File: src/common/npc_cfg_pkg.sv
package npc_cfg_pkg;

  // integer register and memory word width
  localparam int XLEN = 64;

  // byte address width on every bus
  localparam int ADDR_W = 32;

  // one strobe bit per byte of a word
  localparam int MASK_W = 8;

  // rv instructions are 32 bits, two per memory word
  localparam int INST_W = 32;

  // byte offset bits inside a memory word
  localparam int OFF_W = $clog2(MASK_W);

  // memory depth in 64-bit words
  localparam int MEM_WORDS = 1024;
  localparam int MEM_IDX_W = $clog2(MEM_WORDS);

  // cycles from accepted read valid to read ready
  localparam int MEM_RD_LAT = 2;
  localparam int LAT_CNT_W = $clog2(MEM_RD_LAT + 1);

  // first fetch after reset
  localparam logic [ADDR_W-1:0] RESET_PC = 32'h0000_0000;

endpackage

File: src/common/mem_bus_pkg.sv
package mem_bus_pkg;

  import npc_cfg_pkg::*;

  // read request, held with its valid until ready
  typedef struct packed {
    logic [ADDR_W-1:0] addr;
    logic [MASK_W-1:0] rmask;
  } rd_req_t;

  // read data, meaningful only while ready is high
  typedef struct packed {
    logic [XLEN-1:0] rdata;
  } rd_rsp_t;

  // write request, committed on the ready edge
  typedef struct packed {
    logic [ADDR_W-1:0] addr;
    logic [MASK_W-1:0] wmask;
    logic [XLEN-1:0]   wdata;
  } wr_req_t;

  typedef enum logic {
    LSU_LOAD,
    LSU_STORE
  } lsu_op_e;

  // access size, byte to dword
  typedef enum logic [1:0] {
    SZ_B,
    SZ_H,
    SZ_W,
    SZ_D
  } lsu_size_e;

  // command into the load/store unit
  typedef struct packed {
    lsu_op_e           op;
    lsu_size_e         size;
    logic              unsigned_ld;
    logic [ADDR_W-1:0] addr;
    logic [XLEN-1:0]   wdata;
  } lsu_req_t;

  typedef enum logic [1:0] {
    ARB_IDLE,
    ARB_IF_READ,
    ARB_MEM_READ
  } arb_state_e;

  typedef enum logic [1:0] {
    FE_REQ,
    FE_WAIT,
    FE_HOLD
  } fetch_state_e;

  typedef enum logic [1:0] {
    LS_IDLE,
    LS_READ,
    LS_WRITE,
    LS_RESP
  } lsu_state_e;

endpackage

File: src/design/lsu_access.sv
`timescale 1ns/1ps

// load/store unit, one command at a time
// byte lanes follow address bits 2..0
module lsu_access
  import npc_cfg_pkg::*;
  import mem_bus_pkg::*;
(
  input  logic            clk,
  input  logic            rst_n_i,
  // command in
  input  logic            req_valid_i,
  input  lsu_req_t        req_i,
  output logic            req_ready_o,
  // one-cycle result pulse
  output logic            rsp_valid_o,
  output logic [XLEN-1:0] rsp_data_o,
  // read channel to the arbiter
  output logic            rd_valid_o,
  output rd_req_t         rd_req_o,
  input  logic            rd_ready_i,
  input  rd_rsp_t         rd_rsp_i,
  // write channel
  output logic            wr_valid_o,
  output wr_req_t         wr_req_o,
  input  logic            wr_ready_i
);

  lsu_state_e        state_q;
  lsu_req_t          cmd_q;
  logic [XLEN-1:0]   rsp_data_q;

  logic [OFF_W-1:0]  off;
  logic [MASK_W-1:0] mask;
  logic [XLEN-1:0]   rd_shifted;

  // strobes of an aligned access at offset zero
  function automatic logic [MASK_W-1:0] size_mask(input lsu_size_e size);
    logic [MASK_W-1:0] m;
    case (size)
      SZ_B:    m = MASK_W'(1);
      SZ_H:    m = MASK_W'(3);
      SZ_W:    m = MASK_W'(15);
      default: m = '1;
    endcase
    return m;
  endfunction

  // sign or zero extend from the access size
  function automatic logic [XLEN-1:0] load_ext(
    input logic [XLEN-1:0] word,
    input lsu_size_e       size,
    input logic            uns
  );
    logic [XLEN-1:0] res;
    case (size)
      SZ_B:    res = {{(XLEN-8){~uns & word[7]}}, word[7:0]};
      SZ_H:    res = {{(XLEN-16){~uns & word[15]}}, word[15:0]};
      SZ_W:    res = {{(XLEN-32){~uns & word[31]}}, word[31:0]};
      default: res = word;
    endcase
    return res;
  endfunction

  assign off        = cmd_q.addr[OFF_W-1:0];
  assign mask       = size_mask(cmd_q.size) << off;
  // bring the addressed lane down to bit 0
  assign rd_shifted = rd_rsp_i.rdata >> {off, 3'b000};

  always_ff @(posedge clk or negedge rst_n_i) begin
    if (!rst_n_i) begin
      state_q <= LS_IDLE;
    end else begin
      case (state_q)
        LS_IDLE: begin
          if (req_valid_i) begin
            state_q <= (req_i.op == LSU_STORE) ? LS_WRITE : LS_READ;
          end
        end
        LS_READ: begin
          if (rd_ready_i) begin
            state_q <= LS_RESP;
          end
        end
        LS_WRITE: begin
          // ready edge is the commit edge
          if (wr_ready_i) begin
            state_q <= LS_RESP;
          end
        end
        default: begin
          state_q <= LS_IDLE;
        end
      endcase
    end
  end

  always_ff @(posedge clk) begin
    if ((state_q == LS_IDLE) && req_valid_i) begin
      cmd_q <= req_i;
    end
    if ((state_q == LS_READ) && rd_ready_i) begin
      rsp_data_q <= load_ext(rd_shifted, cmd_q.size, cmd_q.unsigned_ld);
    end else if ((state_q == LS_WRITE) && wr_ready_i) begin
      // stores answer with zero
      rsp_data_q <= '0;
    end
  end

  assign req_ready_o = (state_q == LS_IDLE);
  assign rsp_valid_o = (state_q == LS_RESP);
  assign rsp_data_o  = rsp_data_q;

  assign rd_valid_o     = (state_q == LS_READ);
  assign rd_req_o.addr  = cmd_q.addr;
  assign rd_req_o.rmask = mask;

  // store data moved up into its lanes
  assign wr_valid_o     = (state_q == LS_WRITE);
  assign wr_req_o.addr  = cmd_q.addr;
  assign wr_req_o.wmask = mask;
  assign wr_req_o.wdata = cmd_q.wdata << {off, 3'b000};

endmodule

File: config.mk
export PLATFORM = sky130hd
export DESIGN_NAME = lsu_access
export DESIGN_NICKNAME = d
export VERILOG_FILES = /design/src/common/npc_cfg_pkg.sv /design/src/common/mem_bus_pkg.sv /design/src/design/lsu_access.sv
export SDC_FILE = /design/constraint.sdc
export NUM_CORES = 1
export LEC_CHECK = 0
export BUFFER_PORTS_ARGS = -buffer_cell sky130_fd_sc_hd__buf_2
export CORE_UTILIZATION = 35
export DETAILED_ROUTE_END_ITERATION = 10
export PLACE_DENSITY = 0.71
export SYNTH_ARGS = -nofsm -noshare
export SYNTH_HDL_FRONTEND = slang
export SYNTH_SLANG_ARGS = --single-unit
export TNS_END_PERCENT = 50
File: constraint.sdc
create_clock -name clk -period 3.72 [get_ports clk]
set_clock_uncertainty 0.15 [all_clocks]
set_input_delay 0 -clock clk [delete_from_list [all_inputs] [get_ports clk]]
set_output_delay 0 -clock clk [all_outputs]
set_load 0.005 [all_outputs]
# After elaboration in Yosys (flattened, before gate mapping)

Cells that the tools add are included.

Reduce and logical (&&, ||, !) cells: 7
Shifts and indexed selects: 3
Mux-type cells: 9
Equality and inequality tests: 8
Bitwise operators: 4

Operators with widths:

| cell                                                            | number |
|---|---|
| 64-bit one-hot mux with 3 select lines                          | 1 |
| 64-bit 2-to-1 mux                                               | 2 |
| 64-bit by 6-bit << shifter with 64-bit output                   | 1 |
| 64-bit by 6-bit right shift with 64-bit output                  | 1 |
| 8-bit one-hot mux with 3 select lines                           | 1 |
| 2-bit 2-to-1 mux                                                | 4 |
| 8-bit by 3-bit << shifter with 8-bit output                     | 1 |
| 2-bit == test, second input constant                            | 3 |
| 2-bit one-hot mux with 3 select lines                           | 1 |
| 2-bit by 1-bit == test with 1-bit output, second input constant | 2 |
| 2-bit zero test                                                 | 2 |
| 2-bit by 1-bit != test with 1-bit output, second input constant | 2 |
| 1-bit bitwise AND                                               | 3 |
| 1-bit logical AND                                               | 3 |
| 3-bit AND reduction                                             | 1 |
| 2-bit != test, second input constant                            | 1 |
| 2-bit nonzero test                                              | 1 |
| 1-bit NOT                                                       | 1 |

Output and inout bits: 212
Input port bits: 169
Register bits: 165

# Logic depth before layout (Yosys ltp)

Gate-level depths: netlist of the first run.

Word-level depth: 4
Mapped depth: 10

# Worst setup path after synthesis of the first run

No wires, ideal clock.

Kind: flip-flop to flip-flop
From: reg state_q[0]
To: reg cmd_q[0] in the netlist's numbering (enable)
Slack: 0.096 ns
Cell stages (with the launch flop): 4
Data arrival time: 3.006 ns
Buffers on the path: 0
Library setup time: 0.469 ns
Data required time: 3.101 ns
Path through: dfrtp_1 > inv_1 > ha_1 > and2_1

Word-level cells in the longest chain between the ends: 2

Ends and longest elaborated chain:

| element                | line              | RTL |
|---|---|---|
| from (decl)            | lsu_access.sv:29  | `lsu_state_e state_q;` |
| from (signal assigned) | lsu_access.sv:77  | `state_q <= (req_i.op == LSU_STORE) ? LS_WRITE : LS_READ;` |
| 2-bit zero test        | n/a               |  |
| via req_ready_o        | lsu_access.sv:14  | `output logic req_ready_o,` |
| 1-bit logical AND      | lsu_access.sv:99  | `if ((state_q == LS_IDLE) && req_valid_i) begin` |
| to (signal assigned)   | lsu_access.sv:100 | `cmd_q <= req_i;` |
| to (decl)              | lsu_access.sv:30  | `lsu_req_t cmd_q;` |

The timed path passes the listed nets, and every way through them passes these cells.
A chain may end at the register's enable or synchronous reset.

==> results of run 1 <==
[critical path: cells and delay by family, from the launching register on]
family	cells	cell delay (ns)
flip-flops	1	0.75
buffers and inverters	3	1.03
AO/OA/AOI/OAI	1	0.29
multiplexers	2	0.49
[worst max path at each step]
stage                     cells after the start        endpoint  slack (ns)        start
after global placement                        5  rsp_data_o[33]        1.14  rd_req_o[8]
after floorplan                               3        cmd_q[0]         0.1   state_q[0]
after CTS                                     6    wr_req_o[57]        0.56  rd_req_o[9]
after detailed placement                      5  rsp_data_o[61]         1.0  rd_req_o[9]
after global routing                          6    wr_req_o[57]        0.43  rd_req_o[9]
final                                         6    wr_req_o[57]        0.57  rd_req_o[9]
[kinds of logic (layout without fill, tap and decap cells)]
| group | count (synthesis) | in the layout | share of synthesized area (%) |
|---|---|---|---|
| compound gates | 190 | 190 | 13.4 |
| mux | 173 | 173 | 19.8 |
| flops | 165 | 165 | 47.0 |
| simple gates | 214 | 214 | 8.74 |
| buf+inv | 165 | 566 | 10.6 |
| fa+ha+maj | 4 | 4 | 0.475 |
[metrics by stage]
step	util (%)	setup WS, ns	total power [uW]
5_1_grt	46.9	0.434	7920
3_3_place_gp	40.8	1.14	5530
2_1_floorplan	-	0.0955	4650
6_report	46.9	0.574	7560
4_1_cts	46.9	0.564	7560
3_5_place_dp	40.8	0.997	5570
[routing by layer]
layer	up-vias	share of wire, %	track usage (%)
met1	4453	38	26.6
met3	68	7.5	4.68
met4	0	3.5	9.31
met2	542	52	42.5
met5	-	0	0
li1	4114	-	-
[where the power goes]
group | switching, uW | internal (uW) | total, uW
clock network | 855 | 1010 | 1870
registers | 253 | 2580 | 2840
logic | 1620 | 1230 | 2850
total | 2730 | 4830 | 7560
[state kept, by name, indices dropped and copies added (netlist names)]
signal	flops
cmd_q	67
rd_req_o	32
rsp_data_o	64
state_q	2
[what timing repair did]
item	in CTS	in global routing
setup buffers	0	0
hold buffers	122	0
hold endpoints to repair	123	0
[layout by cell type, fill, tap and decap left out, types with 17 or more instances in the layout]
| cell | n |
|---|---|
| mux2_2 | 40 |
| mux4_2 | 24 |
| clkbuf_16 | 17 |
| nor2_1 | 70 |
| mux2i_1 | 108 |
| a31oi_1 | 17 |
| buf_2 | 380 |
| o21ai_0 | 33 |
| a21oi_1 | 38 |
| o22ai_1 | 18 |
| nand2_1 | 96 |
| buf_4 | 19 |
| a41oi_2 | 17 |
| edfxtp_1 | 163 |
| dlygate4sd3_1 | 122 |
[final cells by class]
class | instances | area share (%)
inverters | 8 | 0.216
multi-input cells | 581 | 32.2
repair buffers | 526 | 24.2
clock buffers | 17 | 3.06
flip-flops and latches | 165 | 35.6
well taps | 390 | 3.51
clock inverters | 15 | 1.22
==> out/results.txt, run 1 <==
outcome: complete, no violations
Crit Reg-Reg Startpoint: rd_req_o[9]
Hold WC Path Type: primary input to flop
worst-skew pair later-pin latency: 0.43 ns
Fin Setup TNS: 0 ns
Core Rows: 63
final layout net count: 1472
Arr. time, crit path: 3.00 ns
die height: 175 um
Post-synth EDFFs: 163
multi-input logic area: 4480 sq um
drc violations: 0
root buffer cell: clkbuf_16
Worst path slowest cell: edfxtp_1
Worst Tran Pin Value: 0.913 ns
Final min period: 3.15 ns
Critical Path End Type: output port
CTS tree: done
vias in the first global route: 9209
Leak: 0.00582 uW
Final GP Congestion: 0.908
CTS sink cnt: 165
Critical Path Source Type: flop
Clk pin slew, worst setup/hold paths: 0.08 ns
largest net degree at the start of global routing: 96
Non-Filler Instances: 1702
fmax: 318 MHz
RSZ-0062 raised after global routing: false
I/O Buffers: 380
via total after detailed routing: 9177
CP peak stage delay: 0.75 ns
WL final: 36800 um
fillers: 2735
Avg Inst Size Synth: 11.6 sq um
die width: 175 um
Initial Util: 35.5%
Final setup viols: 0
CTS resizes: 0
Setup CP Type: flop to output port
Core ar.: 29600 sq um
worst vdd ir: 0.281 mV
largest cells by area after synthesis: edfxtp_1, mux2i_1, buf_4, mux4_2, mux2_2
Pins Over Slew Limit: 0
flops & latches, synth: 165
FFs w/ async S/R, synth: 1.21%
ANT nets after route: 0
IO Pins: 381
Die Area: 30800 sq um
First-pass DRT Iterations: 5
Total GRT Usage: 23.3%
Ant. Diodes: 0
hold path cells: 4
Final Cell Area: 13900 sq um
Avg WL per Cell: 21.6 um
gate count after technology mapping: 911
max-cap violations: 0
register area share after synthesis: 47.0%
Netlist cell types: 46
H-Tree Depth: 4
post-synth top area share: 46.5%
WHS: 0.0118 ns
Mapped Area: 10500 sq um
PwrDens: 544 nW/um^2
synthesized net count: 1084
initial antenna violation count: 0
FF-to-FF End: rsp_data_o[1]
area added between synthesis and finish: 32.0%
largest area contributor in the netlist: edfxtp_1
aggregate global routing overflow: 0
FF+latch area: 4940 sq um
most common cell in the netlist: edfxtp_1
R2R depth: 5
Cell Count Post-Placement: 1548
dpl hpwl: 25300 um
CTS buffer count: 17
Slew HR: 39.1%
end of the worst hold path: rsp_data_o[0]
final hold violations: 0
CP cell instances: buf_4 -> buf_4 -> mux2_2 -> o21ai_0 -> mux2i_1 -> buf_2
Worst Path Required: 3.57 ns
CP most frequent cell: buf_4
crit path max fanout: 34
final period utilization: 84.6%
area post-placement: 12100 sq um
Ys Warns: 0
Synth top cells by count: edfxtp_1, mux2i_1, nand2_1
ratio of cells with drive above 1 in the final layout: 40.5%
Top FF cell, synth: edfxtp_1
initial drt markers: 845
first-pass GRT wire length: 54100 um
critical hold path startpoint: rd_rsp_i[0]
Clock Tree Buf Depth: 2
Via density: 5.39
R2R Setup Slk: 0.85 ns
Power figures use the tool's default switching activity.
==> run 2: changes to the inputs <==
==> constraint.sdc (replaced) <==
create_clock -name clk -period 2.7 [get_ports clk]
set_clock_uncertainty 0.15 [all_clocks]
set_input_delay 0 -clock clk [delete_from_list [all_inputs] [get_ports clk]]
set_output_delay 0 -clock clk [all_outputs]
set_load 0.005 [all_outputs]
==> run 2 against run 1 <==
Global-route usage down 0.23 points. Non-clock buffer count grew 23. Register-to-register slack worse by 0.75 ns. Hold slack better by 0.011 ns. Sequential share of layout area shrank 0.57 points. Via count down 1.3%. First-iteration DRC count increased by 20%. Design area rose by 1.6%. Flip-flop and latch count unchanged. Utilization grew 0.77 points. Count of clock-buffer cells in the layout stayed put. Wire length shrank 1.0%. Critical path type is now flop to flop.
==> out/results.txt, run 2 (synthesized netlist as in run 1, its figures left out) <==
outcome: complete, no violations
Final Cell Area: 14100 sq um
Arr. time, crit path: 2.61 ns
most frequent cells in the layout: buf_2, edfxtp_1, dlygate4sd3_1
Die Area: 30800 sq um
Initial Util: 35.5%
hold path cells: 5
IO Pins: 381
drc violations: 0
RSZ-0062 raised after global routing: false
Avg WL per Cell: 21.1 um
Final min period: 2.60 ns
CTS buffer count: 17
most flop-heavy register: cmd_q
Final GP Congestion: 0.906
CP most frequent cell: dlygate4sd3_1
Pint: 6600 uW
initial antenna violation count: 1
first-pass GRT wire length: 53600 um
final layout net count: 1495
worst vdd ir: 0.496 mV
R2R depth: 7
Leak: 0.00596 uW
ANT nets after route: 0
Hold WC Path Type: primary input to flop
Fin Setup TNS: 0 ns
combinational power share: 39.7%
Final setup viols: 0
crit path max fanout: 22
max-cap violations: 0
FF-to-FF End: rsp_data_o[7]
H-Tree Depth: 4
root buffer cell: clkbuf_16
Worst Tran Pin Value: 0.661 ns
Setup CP Type: flop to flop
vias in the first global route: 9040
final hold violations: 0
I/O Buffers: 380
Slew HR: 55.9%
Clk pin slew, worst setup/hold paths: 0.08 ns
fmax: 385 MHz
Via density: 5.25
Total GRT Usage: 23.1%
final period utilization: 96.2%
Worst Path Required: 2.71 ns
end of the worst hold path: rsp_data_o[20]
worst path bufs/invs: 3
largest net degree at the start of global routing: 88
Worst path slowest cell: dlygate4sd3_1
Pwr Total: 10400 uW
Critical Path End Type: flop
dpl hpwl: 25500 um
CP cell instances: buf_12 -> mux2i_1 -> dlygate4sd3_1 -> nand2_1 -> nand3_1 -> dlygate4sd3_1 -> nor2_1
worst-skew pair later-pin latency: 0.42 ns
part of the power in registers: 37.2%
clock group share of total power: 23.1%
CP peak stage delay: 0.57 ns
Pins Over Slew Limit: 0
Clock Tree Buf Depth: 2
Crit Reg-Reg Startpoint: rd_req_o[9]
die height: 175 um
Core ar.: 29600 sq um
area added between synthesis and finish: 34.1%
aggregate global routing overflow: 0
critical hold path startpoint: rd_rsp_i[44]
First-pass DRT Iterations: 6
delay-heaviest family, CP: buffers and inverters
die width: 175 um
initial drt markers: 1017
Switch Pwr: 3800 uW
R2R Setup Slk: 0.10 ns
most common cell after layout, fill and taps aside: buf_2
Critical Path Source Type: flop
CTS sink cnt: 165
ratio of cells with drive above 1 in the final layout: 41.6%
PwrDens: 736 nW/um^2
WL final: 36400 um
area post-placement: 12300 sq um
Net Sw Frac: 36.5%
via total after detailed routing: 9058
CTS tree: done
Core Rows: 63
max FFs per register: 67
==> run 2: power groups by stage <==
stage | logic, uW | registers, uW | clock network, uW
global route | 4470 | 3920 | 2520
detailed placement | 3890 | 3940 | 0
CTS | 4080 | 3890 | 2430
global placement | 3850 | 3930 | 0
floorplan | 2530 | 3850 | 0
finish | 4120 | 3870 | 2400
==> run 2: how the worst max path moves through the flow <==
stage | from | endpoint | slack, ns | depth (start not counted)
finish | rd_req_o[9] | rsp_data_o[7] | 0.10 | 7
CTS | rd_req_o[10] | wr_req_o[32] | 0.03 | 6
detailed placement | rd_req_o[10] | rsp_data_o[37] | 0.50 | 5
floorplan | state_q[0] | rsp_data_o[0] | -0.65 | 5
global route | rd_req_o[9] | rsp_data_o[7] | 0.01 | 7
global placement | rd_req_o[10] | wr_req_o[44] | 0.52 | 5
==> run 2: stage by stage <==
stage	util, %	std cells	setup slack [ns]	hold slack [ns]
after floorplan	-	911	-0.647	-0.446
after global placement	41.5	1565	0.518	-0.361
after detailed placement	41.5	1565	0.500	-0.358
after CTS	47.5	1719	0.0269	0.00130
after global routing	47.7	1725	0.0144	0.0130
final	47.7	1726	0.104	0.0229
==> run 2: routing by layer <==
metal	GRT usage, %	part of all wire (%)	wire (um)	vias up
met3	4.96	8.1	2960	41
met2	42.6	52	19100	511
met4	5.62	1.8	649	2
met5	0	0.027	10	-
li1	-	-	-	4162
met1	27.0	38	13700	4342
==> run 2: cell type report <==
cell class / count / area, sq um
fill: 2666 / 15500
sequential: 165 / 4940
multi-input combinational: 581 / 4480
timing repair buffer: 549 / 3630
tap: 390 / 488
clock buffer: 17 / 425
clock inverter: 15 / 130
inverter: 8 / 30.0
antenna: 1 / 2.50
==> run 2: tightest hold or removal path, stage by stage <==
cell	delay [ns]
buf_2	0.12
mux2i_1	0.07
nor2_1	0.07
o21ai_0	0.07
a31oi_1	0.15
==> run 2: timing repair <==
| item | 4_1_cts | 5_1_grt |
|---|---|---|
| setup buffers | 0 | 6 |
| hold endpoints to repair | 119 | 0 |
| setup endpoints to repair | 0 | 12 |
| hold buffers | 122 | 0 |
| resized for setup | 0 | 1 |
