===== config.mk =====
export PLATFORM = sky130hd
export DESIGN_NAME = axi_arb
export DESIGN_NICKNAME = d
export VERILOG_FILES = /design/src/common/npc_cfg_pkg.sv /design/src/common/mem_bus_pkg.sv /design/src/design/axi_arb.sv
export SDC_FILE = /design/constraint.sdc
export NUM_CORES = 1
export LEC_CHECK = 0
export BUFFER_PORTS_ARGS = -buffer_cell sky130_fd_sc_hd__buf_2
export CORE_AREA = 4 4 204 206
export CTS_CLUSTER_DIAMETER = 50
export DETAILED_ROUTE_END_ITERATION = 16
export DIE_AREA = 0 0 208 210
export PLACE_DENSITY = 0.41
export RECOVER_POWER = 25
export SKIP_CTS_REPAIR_TIMING = 1
export SLEW_MARGIN = 10
export SYNTH_ARGS = -nofsm -noshare
export SYNTH_HDL_FRONTEND = slang
export SYNTH_SLANG_ARGS = --single-unit

===== constraint.sdc =====
create_clock -name clk -period 5.3 [get_ports clk]
set_input_delay 0.795 -clock clk [delete_from_list [all_inputs] [get_ports clk]]
set_output_delay 0.795 -clock clk [all_outputs]
set_load 0.01 [all_outputs]

===== src/common/npc_cfg_pkg.sv =====
package npc_cfg_pkg;

  // integer register and memory word width
  localparam int XLEN = 64;

  // byte address width on every bus
  localparam int ADDR_W = 32;

  // one strobe bit per byte of a word
  localparam int MASK_W = 8;

  // rv instructions are 32 bits, two per memory word
  localparam int INST_W = 32;

  // byte offset bits inside a memory word
  localparam int OFF_W = $clog2(MASK_W);

  // memory depth in 64-bit words
  localparam int MEM_WORDS = 1024;
  localparam int MEM_IDX_W = $clog2(MEM_WORDS);

  // cycles from accepted read valid to read ready
  localparam int MEM_RD_LAT = 2;
  localparam int LAT_CNT_W = $clog2(MEM_RD_LAT + 1);

  // first fetch after reset
  localparam logic [ADDR_W-1:0] RESET_PC = 32'h0000_0000;

endpackage


===== src/common/mem_bus_pkg.sv =====
package mem_bus_pkg;

  import npc_cfg_pkg::*;

  // read request, held with its valid until ready
  typedef struct packed {
    logic [ADDR_W-1:0] addr;
    logic [MASK_W-1:0] rmask;
  } rd_req_t;

  // read data, meaningful only while ready is high
  typedef struct packed {
    logic [XLEN-1:0] rdata;
  } rd_rsp_t;

  // write request, committed on the ready edge
  typedef struct packed {
    logic [ADDR_W-1:0] addr;
    logic [MASK_W-1:0] wmask;
    logic [XLEN-1:0]   wdata;
  } wr_req_t;

  typedef enum logic {
    LSU_LOAD,
    LSU_STORE
  } lsu_op_e;

  // access size, byte to dword
  typedef enum logic [1:0] {
    SZ_B,
    SZ_H,
    SZ_W,
    SZ_D
  } lsu_size_e;

  // command into the load/store unit
  typedef struct packed {
    lsu_op_e           op;
    lsu_size_e         size;
    logic              unsigned_ld;
    logic [ADDR_W-1:0] addr;
    logic [XLEN-1:0]   wdata;
  } lsu_req_t;

  typedef enum logic [1:0] {
    ARB_IDLE,
    ARB_IF_READ,
    ARB_MEM_READ
  } arb_state_e;

  typedef enum logic [1:0] {
    FE_REQ,
    FE_WAIT,
    FE_HOLD
  } fetch_state_e;

  typedef enum logic [1:0] {
    LS_IDLE,
    LS_READ,
    LS_WRITE,
    LS_RESP
  } lsu_state_e;

endpackage


===== src/design/axi_arb.sv =====
`timescale 1ns/1ps

// one read port shared by fetch and load/store
// fetch wins when both ask in the same cycle
// the grant is held until the memory answers
module axi_arb
  import mem_bus_pkg::*;
(
  input  logic    clk,
  input  logic    rst_n_i,
  // fetch read side
  input  logic    if_req_valid_i,
  input  rd_req_t if_req_i,
  output logic    if_rsp_ready_o,
  output rd_rsp_t if_rsp_o,
  // load/store read side
  input  logic    mem_req_valid_i,
  input  rd_req_t mem_req_i,
  output logic    mem_rsp_ready_o,
  output rd_rsp_t mem_rsp_o,
  // load/store write side, exclusive
  input  logic    wr_valid_i,
  input  wr_req_t wr_req_i,
  output logic    wr_ready_o,
  // towards memory, read channel
  output logic    arb_req_valid_o,
  output rd_req_t arb_req_o,
  input  logic    arb_rsp_ready_i,
  input  rd_rsp_t arb_rsp_i,
  // towards memory, write channel
  output logic    arb_wr_valid_o,
  output wr_req_t arb_wr_req_o,
  input  logic    arb_wr_ready_i
);

  arb_state_e state_q;

  // request of the winning side
  rd_req_t req_q;

  logic if_granted;
  logic mem_granted;

  always_ff @(posedge clk or negedge rst_n_i) begin
    if (!rst_n_i) begin
      state_q <= ARB_IDLE;
    end else begin
      case (state_q)
        ARB_IDLE: begin
          // fixed priority, fetch first
          if (if_req_valid_i) begin
            state_q <= ARB_IF_READ;
          end else if (mem_req_valid_i) begin
            state_q <= ARB_MEM_READ;
          end
        end
        ARB_IF_READ, ARB_MEM_READ: begin
          // release on the read ready, regrant next edge at the earliest
          if (arb_rsp_ready_i) begin
            state_q <= ARB_IDLE;
          end
        end
        default: begin
          state_q <= ARB_IDLE;
        end
      endcase
    end
  end

  // latch the winner's request in the grant edge
  always_ff @(posedge clk) begin
    if (state_q == ARB_IDLE) begin
      req_q <= if_req_valid_i ? if_req_i : mem_req_i;
    end
  end

  assign if_granted  = (state_q == ARB_IF_READ);
  assign mem_granted = (state_q == ARB_MEM_READ);

  // registered grant drives the memory request
  assign arb_req_valid_o = if_granted || mem_granted;
  assign arb_req_o       = req_q;

  // data goes only to the granted side, the other sees zero
  assign if_rsp_ready_o  = if_granted && arb_rsp_ready_i;
  assign if_rsp_o        = if_granted ? arb_rsp_i : '0;
  assign mem_rsp_ready_o = mem_granted && arb_rsp_ready_i;
  assign mem_rsp_o       = mem_granted ? arb_rsp_i : '0;

  // write channel straight through
  assign arb_wr_valid_o = wr_valid_i;
  assign arb_wr_req_o   = wr_req_i;
  assign wr_ready_o     = arb_wr_ready_i;

endmodule


Word level (Yosys, flattened, before mapping):

Cells that the tools add are included.

* logic and storage cells: 20
* output and inout port bits: 277
* input bits: 255
* register bits: 42

* mux-type cells: 7
* equality and inequality tests: 4
* reduce and logical (&&, ||, !) cells: 6

Operators by type and width (count)
* 2-to-1 mux 64 bit: 2
* 2-to-1 mux 40 bit: 1
* 2-to-1 mux 2 bit: 3
* case mux 2 bit (2 select lines): 1
* inequality test 3 bit (second input constant): 1
* equality test 2 x 1 -> 1 bit (second input constant): 1
* equality test 2 bit (second input constant): 1
* logical AND 1 bit: 2
* zero test 2 bit: 1
* inequality test 2 bit (second input constant): 1
* AND reduction 2 bit: 1
* OR reduction 2 bit: 1
* logical OR 1 bit: 1

Depth between registers and ports, before layout:

Gate-level depths: netlist of the first run.

* depth in word-level cells: 4
* depth in mapped cells: 5
* mapped depth without buffers: 5

Least setup slack after synthesis of the first run:

No wires, ideal clock.

* path kind: flip-flop to flip-flop
* from: reg state_q[0]
* to: reg state_q[0]
* path slack: 3326 ps
* data required time: 5231 ps
* period minus slack after synthesis: 1974 ps
* stages on the path, launching flop included: 6
* path buffers: 0
* library setup time: 69 ps
* arrival: 1905 ps
* cells stage by stage: dfrtp_1 -> inv_1 -> ha_1 -> nand2_1 -> o22ai_1 -> a31o_2

* longest elaborated chain between the ends: 4
* elaborated cells on any way between the ends: 8
* classes of those cells: eq/ne (4); mux (1); reduce/logical (3)

Ends and longest elaborated chain
* start, declared: RTL line axi_arb.sv:36 `arb_state_e state_q;`
* start signal, assigned: RTL line axi_arb.sv:46 `state_q <= ARB_IDLE;`
* start signal, assigned: RTL line axi_arb.sv:52 `state_q <= ARB_IF_READ;`
* start signal, assigned: RTL line axi_arb.sv:54 `state_q <= ARB_MEM_READ;`
* equality test 2 x 1 -> 1 bit / equality test 2 bit (equally long branches): RTL line axi_arb.sv:48 `case (state_q)`
* OR reduction 2 bit: RTL line axi_arb.sv:48
* inequality test 2 bit (no source line)
* AND reduction 2 bit (no source line)

Several ways; a longest one is shown, not always the timed one.
A chain may end at the register's enable or synchronous reset.

==> out/results.ini, run 1 <==
[clocking]
htree_levels = 2
cts_buffers = 5
clk_pin_slew_ps = 70
tritoncts = built
clockBufferDepth = 2
clock_latency_ps = 280
cts_num_sinks = 42
clockRootBuffer = clkbuf_16

[setup_path]
critPathCapture = if_rsp_o[4]
timing.rr.start = state_q[0]
slowest_delay_ps = 830
worstPathArrival_ps = 2120
critPathKind = reg2out
crit_path_end_kind = output port
crit_start = state_q[1]
crit-reg2reg-capture = state_q[0]
cp_slowest_cell = ha_2
path_cells = inv_1, ha_2, and2_2, buf_2
worstPathRequired_ps = 4510
reg2reg_depth = 5
cp_max_fo = 65
reg2reg_slack_ps = 3380
startpoint_type = flip-flop

[logic_synthesis]
synth-seq-cells = 42
yosysSeqAreaShare_pct = 33.5
synthTopCellsByArea = edfxtp_1 (32%), buf_4 (21%), mux2_4 (16%), and2_1 (15%), and2_2 (8.0%)
synth_top_cell_by_area = edfxtp_1
syn-num-nets = 607
yosysMostFrequentCell = buf_4
asyncSetResetFlopFracSynth_pct = 4.76
ys.flop_type = edfxtp_1
syn_inst = 349
synth.avg_cell_area_um2 = 10.7
synth_enable_flop_cells = 40
syn_area_um2 = 3740
yosysWarnings = 0
synth.top_cell.area_share_pct = 32.1
synth_common_cells = buf_4 (106), and2_1 (90), and2_2 (40), edfxtp_1 (40), mux2_4 (39)
synth_cell_type_count = 18

[routing]
drc = 0
wl_met1_um = 5700
dr_wl_met3_um = 3770
vias_per_cell = 2.94
ant_nets = 0
firstDrtPassIters = 4
wl_met2_um = 10900
dr_total_vias = 3167
wl_per_cell_um = 19.0
top_layer = met5
wl_um = 20400
drtIter0Drc = 123

[run_status]
status = finished, final reports clean

[power_and_ir_drop]
p_clk_share_pct = 15.5
p_per_area_nw_per_um2 = 370
leakage_nw = 2.68
pwr-share-seq_pct = 29.8
p_int_mw = 1.15
power_frac_comb_pct = 54.6
switching_power_mw = 0.778
vdd.ir_drop.worst_v = 0.000207
switching_share_pct = 40.3

[placed_design]
place_congestion = 0.829
place_area_um2 = 5070
portBuffers = 319
dpl_worst_slack_ps = 2400
dp_hpwl_um = 17800

[finish]
fin_nets = 809
drive_gt1_share_pct = 74.3
fin_area_um2 = 5220
area_growth_pct = 39.5

[timing]
holdWs_ps = 286
setup_viol = 0
maxSlewViolCount = 0
finalCriticalPeriod_ps = 2920
period_share_pct = 55.1
rsz0062_at_grt = false
final.setup.tns_ps = 0
fin_ws_ps = 2380
tightest_slew_ps = 1060
skew_ps = 6.35
fmax_ghz = 0.343
hold_viol = 0
slew_headroom_pct = 29.2

[global_route]
grt_pass1_vias = 3289
grt_max_degree = 66
grt_pass1_wl_um = 26900
track_usage_pct = 8.52
grt-ovfl-total = 0
antenna_found_initial = 5

[floorplanning]
io-pin-count = 532
die_area_um2 = 43700
die_y_um = 210
initial_core_util_pct = 9.43
fp.dieW_um = 208
num_rows = 73
core_area_um2 = 39600

[job]
cap_violations = 0

[hold_path]
hold_class = in2async

## power groups by stage
stage               clock network, mW  logic [mW]  registers, mW
global placement                    0        1.09          0.580
floorplan                           0       0.578          0.650
global route                    0.331        1.16          0.590
finish                          0.300        1.06          0.576
CTS                             0.320        1.09          0.578
detailed placement                  0        1.09          0.584
## registers in the layout, indices dropped and copies added (netlist names)
| register | cells |
|---|---|
| arb_req_o | 40 |
| state_q | 2 |
## placed cells by master (no fill, tap or decap)
| cell | count |
|---|---|
| o22ai_1 | 1 |
| mux2_4 | 39 |
| ha_4 | 1 |
| clkinv_2 | 1 |
| and2_1 | 90 |
| and2_2 | 40 |
| a31o_2 | 1 |
| clkbuf_16 | 5 |
| edfxtp_1 | 40 |
| clkbuf_1 | 1 |
| dfrtp_1 | 2 |
| a21oi_1 | 2 |
| buf_2 | 318 |
| nand2b_1 | 2 |
| mux2_2 | 1 |
| buf_4 | 1 |
| clkinvlp_4 | 1 |
| nand2_1 | 1 |
| diode_2 | 1 |
| inv_1 | 2 |
| clkinv_1 | 1 |
| ha_2 | 2 |
## area by class of cell
type	instances	area [µm²]
Fill cell	4575	34400
Timing Repair Buffer	320	1600
Multi-Input combinational cell	180	1560
Sequential cell	42	1250
Tap cell	525	657
Clock buffer	5	125
Clock inverter	3	16.3
Inverter	2	7.51
Antenna cell	1	2.50
## per-layer routing
metal  track usage, %  vias to the layer above
li1                 -                     1417
met1             7.13                     1384
met2             16.5                      356
met3             6.52                        8
met4            0.883                        2
met5                0                        -
## how the worst min path moves through the flow
stage	startpoint	endpoint	slack [ps]	cells past startpoint
6_report	rst_n_i	state_q[1]	290	1
4_1_cts	rst_n_i	state_q[1]	270	1
2_1_floorplan	rst_n_i	state_q[0]	500	0
5_1_grt	rst_n_i	state_q[1]	290	1
3_3_place_gp	state_q[1]	state_q[1]	550	2
3_5_place_dp	state_q[1]	state_q[1]	570	2
## through the flow
step                      instances  utilization [%]  power (mW)
after global routing           1077             13.2        2.08
after detailed placement       1069             12.8        1.67
final                          1078             13.2        1.93
after floorplan                 349                -        1.23
after CTS                      1077             13.1        1.99
after global placement         1069             12.8        1.67
## worst max-delay path, delay by kind of cell (launching register included)
kind | cells | cell delay, ps
fa+ha+maj | 1 | 830
buf+inv | 2 | 210
flops | 1 | 420
simple gates | 1 | 270
## kinds of logic after synthesis
logic type                 synth area share, %
AOI/OAI and AO/OA                        0.669
adders and majority gates                 1.00
buffers and inverters                     25.4
DFF                                       33.5
muxes                                     16.0
and+or+nand+nor                           23.5
No activity file was read; power rests on OpenSTA's default activity.
==> run 2, diff against run 1 <==
--- a/config.mk
+++ b/config.mk
@@ -6,11 +6,11 @@
 export NUM_CORES = 1
 export LEC_CHECK = 0
 export BUFFER_PORTS_ARGS = -buffer_cell sky130_fd_sc_hd__buf_2
-export CORE_AREA = 4 4 204 206
+export CORE_AREA = 4 4 202 204
 export CTS_CLUSTER_DIAMETER = 50
 export DETAILED_ROUTE_END_ITERATION = 16
-export DIE_AREA = 0 0 208 210
-export PLACE_DENSITY = 0.41
+export DIE_AREA = 0 0 206 208
+export PLACE_DENSITY = 0.42
 export RECOVER_POWER = 25
 export SKIP_CTS_REPAIR_TIMING = 1
 export SLEW_MARGIN = 10
==> constraint.sdc (replaced) <==
create_clock -name clk -period 2.55 [get_ports clk]
set_input_delay 0.3825 -clock clk [delete_from_list [all_inputs] [get_ports clk]]
set_output_delay 0.3825 -clock clk [all_outputs]
set_load 0.01 [all_outputs]
==> run 2 against run 1 <==
Compared with the run above: highest routed layer unchanged; routed wire length is 0.81% lower; via count is 2.3% lower; core utilization is 0.35 points higher; critical path type unchanged; die area is 1.9% lower; sequential power is 100% higher; first-iteration DRC count is 30% lower; critical endpoint is now mem_rsp_o[52]; largest power group unchanged; flip-flop and latch count stayed put; power is 120% higher; cell area is 1.7% higher; worst setup slack worse by 1900 ps; critical path depth is 1 higher.
==> out/results.ini, run 2 (synthesis results as in run 1) <==
[floorplanning]
io-pin-count = 532  ; unchanged
die_area_um2 = 42800  ; was 43700 µm²
fp.dieW_um = 206  ; was 208 µm
initial_core_util_pct = 9.52  ; was 9.43%
die_y_um = 208  ; was 210 µm
num_rows = 73  ; unchanged
core_area_um2 = 39300  ; was 39600 µm²

[routing]
drtIter0Drc = 86  ; was 123
wl_um = 20300  ; was 20400 µm
dr_total_vias = 3095  ; was 3167
vias_per_cell = 2.86  ; was 2.94
firstDrtPassIters = 4  ; unchanged
ant_nets = 0  ; unchanged
wl_per_cell_um = 18.7  ; was 19.0 µm
drc = 0  ; unchanged

[finish]
area_growth_pct = 42.0  ; was 39.5%
final_common_cell = buf_2  ; unchanged
mostFrequentLayoutCells = buf_2 (318), and2_1 (90), and2_2 (40), edfxtp_1 (40), mux2_4 (39)  ; unchanged
seq_area_um2 = 1250  ; unchanged
drive_gt1_share_pct = 74.3  ; about the same
antennaDiodeCount = 0  ; was 1
multiInputGateArea_um2 = 1550  ; was 1560 µm²
fin_nets = 814  ; was 809
fill_cells = 4528  ; was 4575
largest_reg_flops = 40  ; unchanged

[timing]
slew_headroom_pct = 77.3  ; was 29.2%
skew_ps = 8.57  ; was 6.35 ps
fin_ws_ps = 498  ; was 2380 ps
setup_viol = 0  ; unchanged
tightest_slew_ps = 340  ; was 1060 ps
fmax_ghz = 0.487
final.setup.tns_ps = 0  ; unchanged
rsz0062_at_grt = false  ; unchanged
hold_viol = 0  ; unchanged
maxSlewViolCount = 0  ; unchanged
finalCriticalPeriod_ps = 2050
period_share_pct = 80.5

[hold_path]
hold_class = in2reg  ; was in2async
hold_depth = 2

[power_and_ir_drop]
leakage_nw = 2.73  ; was 2.68 nW
vdd.ir_drop.worst_v = 0.000347  ; was 0.000207 V
p_per_area_nw_per_um2 = 784  ; was 370 nW/µm²

[global_route]
track_usage_pct = 8.56  ; was 8.52%
grt_pass1_wl_um = 25800  ; was 26900 µm
grt_max_degree = 66  ; unchanged
antenna_found_initial = 2  ; was 5
grt-ovfl-total = 0  ; unchanged
grt_pass1_vias = 3148  ; was 3289

[clocking]
clockRootBuffer = clkbuf_16  ; unchanged
cts_num_sinks = 42  ; unchanged
clockBufferDepth = 2  ; unchanged
clk_pin_slew_ps = 70  ; about the same
tritoncts = built  ; unchanged
cts_buffers = 5  ; unchanged
clock_latency_ps = 280  ; about the same
htree_levels = 2  ; unchanged

[setup_path]
reg2reg_depth = 3  ; was 5
startpoint_type = flip-flop  ; unchanged
cp_max_fo = 65  ; unchanged
worstPathArrival_ps = 1670  ; was 2120 ps
worstPathRequired_ps = 2170  ; was 4510 ps
critPathKind = reg2out  ; unchanged
crit_path_end_kind = output port  ; unchanged

[placed_design]
dpl_worst_slack_ps = 816  ; was 2400 ps
dp_hpwl_um = 17800  ; about the same
place_congestion = 0.846  ; was 0.829
portBuffers = 319  ; unchanged

[run_status]
status = finished, final reports clean  ; unchanged

[job]
cap_violations = 0  ; unchanged

run 2: power by group:
group	internal, mW	switching [mW]	total [mW]
Clock	0.462	0.264	0.726
Sequential	1.11	0.0717	1.18
Combinational	0.973	1.28	2.25
Total	2.55	1.61	4.16
run 2: worst paths after layout:
kind / from / to / slack [ps]
min in group asynchronous: rst_n_i / state_q[0] / 460
max reg2reg: state_q[0] / arb_req_o[12] / 1080
min reg2reg: state_q[1] / state_q[1] / 590
max: state_q[0] / mem_rsp_o[52] / 500
max in group asynchronous: rst_n_i / state_q[1] / 1940
min: if_req_i[21] / arb_req_o[21] / 400
run 2: cell type report:
type	count	area share, %
multi-input cells	180	29.1
inverters	2	0.141
clock buffers	6	2.43
well taps	525	12.4
repair buffers	325	31.7
flip-flops and latches	42	23.6
clock inverters	2	0.707
run 2: critical path, stage by stage (launching register included):
cell     delay, ps
dfrtp_1        400
inv_1          120
ha_2           210
buf_12         220
and2_2         220
buf_2          130
run 2: metal layers:
layer  vias to the layer above  global-route usage (%)  part of all wire, %
li1                       1427                       -                    -
met1                      1332                    7.12                   28
met2                       328                    16.9                   53
met3                         6                    5.56                   18
met4                         2                    1.31                 0.47
met5                         -                       0                0.064
run 2: through the flow:
stage	utilization, %	hold WS (ps)	cells	power, mW	cell area (µm²)
3_5_place_dp	13.1	178	1073	3.53	5130
2_1_floorplan	-	86.9	349	2.55	3740
4_1_cts	13.5	-139	1081	4.29	5300
6_report	13.5	396	1082	4.16	5310
5_1_grt	13.5	387	1082	4.48	5310
3_3_place_gp	13.1	172	1073	3.52	5130
==> run 3, diff against run 2 <==
--- a/config.mk
+++ b/config.mk
@@ -6,11 +6,11 @@
 export NUM_CORES = 1
 export LEC_CHECK = 0
 export BUFFER_PORTS_ARGS = -buffer_cell sky130_fd_sc_hd__buf_2
-export CORE_AREA = 4 4 202 204
+export CORE_AREA = 4 4 204 206
 export CTS_CLUSTER_DIAMETER = 50
 export DETAILED_ROUTE_END_ITERATION = 16
-export DIE_AREA = 0 0 206 208
-export PLACE_DENSITY = 0.42
+export DIE_AREA = 0 0 208 210
+export PLACE_DENSITY = 0.41
 export RECOVER_POWER = 25
 export SKIP_CTS_REPAIR_TIMING = 1
 export SLEW_MARGIN = 10
==> constraint.sdc (replaced) <==
create_clock -name clk -period 1.95 [get_ports clk]
set_input_delay 0.2925 -clock clk [delete_from_list [all_inputs] [get_ports clk]]
set_output_delay 0.2925 -clock clk [all_outputs]
set_load 0.01 [all_outputs]
==> run 3 against run 2 <==
Compared with the run above: first-iteration DRC count down 9.3%; flip-flop and latch count stayed put; power rose by 30%; critical endpoint is now mem_rsp_o[45]; largest cell class unchanged.
==> out/results.ini, run 3 (synthesis results as in run 1) <==
[routing]
vias_per_cell = 2.88  ; was 2.86
firstDrtPassIters = 4  ; unchanged
ant_nets = 0  ; unchanged
wl_per_cell_um = 18.7  ; about the same
drc = 0  ; unchanged
wl_um = 20200  ; was 20300 µm
drtIter0Drc = 78  ; was 86
dr_total_vias = 3123  ; was 3095

[global_route]
grt_pass1_vias = 3285  ; was 3148
antenna_found_initial = 4  ; was 2
grt-ovfl-total = 0  ; unchanged
track_usage_pct = 8.54  ; was 8.56%
grt_pass1_wl_um = 26600  ; was 25800 µm
grt_max_degree = 43  ; was 66

[power_and_ir_drop]
switching_share_pct = 39.2  ; was 38.8%
switching_power_mw = 2.11  ; was 1.61 mW
vdd.ir_drop.worst_v = 0.000338  ; was 0.000347 V
pwr-share-seq_pct = 28.7  ; was 28.5%
leakage_nw = 2.74  ; was 2.73 nW
power_frac_comb_pct = 56.5  ; was 54.1%
power.total_mw = 5.39  ; was 4.16 mW
p_per_area_nw_per_um2 = 1010  ; was 784 nW/µm²
p_clk_share_pct = 14.8  ; was 17.5%
p_int_mw = 3.28  ; was 2.55 mW

[placed_design]
dp_hpwl_um = 17900  ; was 17800 µm
place_congestion = 0.927  ; was 0.846
portBuffers = 319  ; unchanged
place_area_um2 = 5170  ; was 5130 µm²

[floorplanning]
core_area_um2 = 39600  ; was 39300 µm²
die_y_um = 210  ; was 208 µm
fp.dieW_um = 208  ; was 206 µm
io-pin-count = 532  ; unchanged
num_rows = 73  ; unchanged
initial_core_util_pct = 9.43  ; was 9.52%
die_area_um2 = 43700  ; was 42800 µm²

[timing]
maxSlewViolCount = 0  ; unchanged
skew_ps = 6.30  ; was 8.57 ps
final.setup.tns_ps = 0  ; unchanged
tightest_slew_ps = 337  ; was 340 ps
fmax_ghz = 0.531
setup_viol = 0  ; unchanged
holdWs_ps = 300  ; was 396 ps
period_share_pct = 96.5
finalCriticalPeriod_ps = 1880
hold_viol = 0  ; unchanged
rsz0062_at_grt = true  ; was false
slew_headroom_pct = 77.6  ; was 77.3%

[setup_path]
slowest_delay_ps = 410  ; was 400 ps
startpoint_type = flip-flop  ; unchanged
critPathKind = reg2out  ; unchanged
crit_path_end_kind = output port  ; unchanged
cp_num_buf_inv = 3  ; unchanged
path_cells = inv_1, ha_2, buf_12, and2_2, buf_2  ; unchanged
worstPathRequired_ps = 1660  ; was 2170 ps
cp_max_fo = 27  ; was 65
worstPathArrival_ps = 1590  ; was 1670 ps
cp_top_family = buffers and inverters  ; unchanged
cp_slowest_cell = dfrtp_1  ; unchanged

[clocking]
cts_num_sinks = 42  ; unchanged
clockRootBuffer = clkbuf_16  ; unchanged
clockBufferDepth = 2  ; unchanged
tritoncts = built  ; unchanged
htree_levels = 2  ; unchanged
clk_pin_slew_ps = 60  ; was 70 ps
cts_buffers = 5  ; unchanged
clock_latency_ps = 280  ; about the same

[finish]
mostFrequentLayoutCells = buf_2 (318), and2_1 (89), and2_2 (40), edfxtp_1 (40), mux2_4 (39)  ; was buf_2 (318), and2_1 (90), and2_2 (40), edfxtp_1 (40), mux2_4 (39)
seq_area_um2 = 1250  ; unchanged
final_common_cell = buf_2  ; unchanged
multiInputGateArea_um2 = 1550  ; about the same
fill_cells = 4585  ; was 4528
area_growth_pct = 42.5  ; was 42.0%
largest_reg_flops = 40  ; unchanged
utilization_pct = 13.4  ; was 13.5%
drive_gt1_share_pct = 74.7  ; was 74.3%
fin_area_um2 = 5330  ; was 5310 µm²
fin_nets = 815  ; was 814

[run_status]
status = finished, final reports clean  ; unchanged

[hold_path]
hold_class = in2reg  ; unchanged

[job]
cap_violations = 0  ; unchanged

## run 3: cell count changes in the layout (fill, tap and decap cells not counted)
cell,change
buf_4,-2
and2_1,-1
diode_2,+2
bufinv_16,-1
buf_12,+3
clkinv_2,+2
clkbuf_1,-1
and2_4,+1
clkinvlp_4,-1
## run 3: metal layers
metal,global-route usage (%),wire length (µm),vias up,share of wire [%]
met4,1.77,269,4,1.3
li1,-,-,1433,-
met5,0,21,-,0.10
met3,6.36,3480,15,17
met1,6.59,5380,1336,27
met2,16.9,11100,335,55
## run 3: final cells by class
type	instances	area share (%)
Timing Repair Buffer	326	32.4
Sequential cell	42	23.5
Tap cell	525	12.3
Inverter	2	0.141
Multi-Input combinational cell	180	29.1
Clock inverter	2	0.188
Antenna cell	2	0.0939
Clock buffer	5	2.35
## run 3: worst min-delay path, delay by kind of cell
kind                   cells  cell delay (ps)
AO/OA/AOI/OAI              2              160
buffers and inverters      1               90
## run 3: stage by stage
stage	cells	setup WS, ps
after global placement	1074	319
after floorplan	349	406
after global routing	1083	-16.3
final	1084	68.1
after CTS	1081	-28.6
after detailed placement	1074	300
## run 3: power groups by stage
stage / clock [mW] / combinational (mW) / sequential (mW)
CTS: 0.857 / 3.11 / 1.55
floorplan: 0 / 1.58 / 1.76
finish: 0.798 / 3.05 / 1.54
global route: 0.891 / 3.36 / 1.58
global placement: 0 / 3.13 / 1.56
detailed placement: 0 / 3.10 / 1.57
## run 3: worst paths after layout
kind                                 start             to  slack, ps  cells past startpoint
max                             state_q[0]  mem_rsp_o[45]         70                      5
min reg2reg                     state_q[1]     state_q[1]        580                      2
max reg2reg                     state_q[0]  arb_req_o[18]        470                      3
max in group asynchronous          rst_n_i     state_q[1]       1440                      2
min                        mem_req_valid_i     state_q[1]        300                      3
min in group asynchronous          rst_n_i     state_q[0]        380                      2
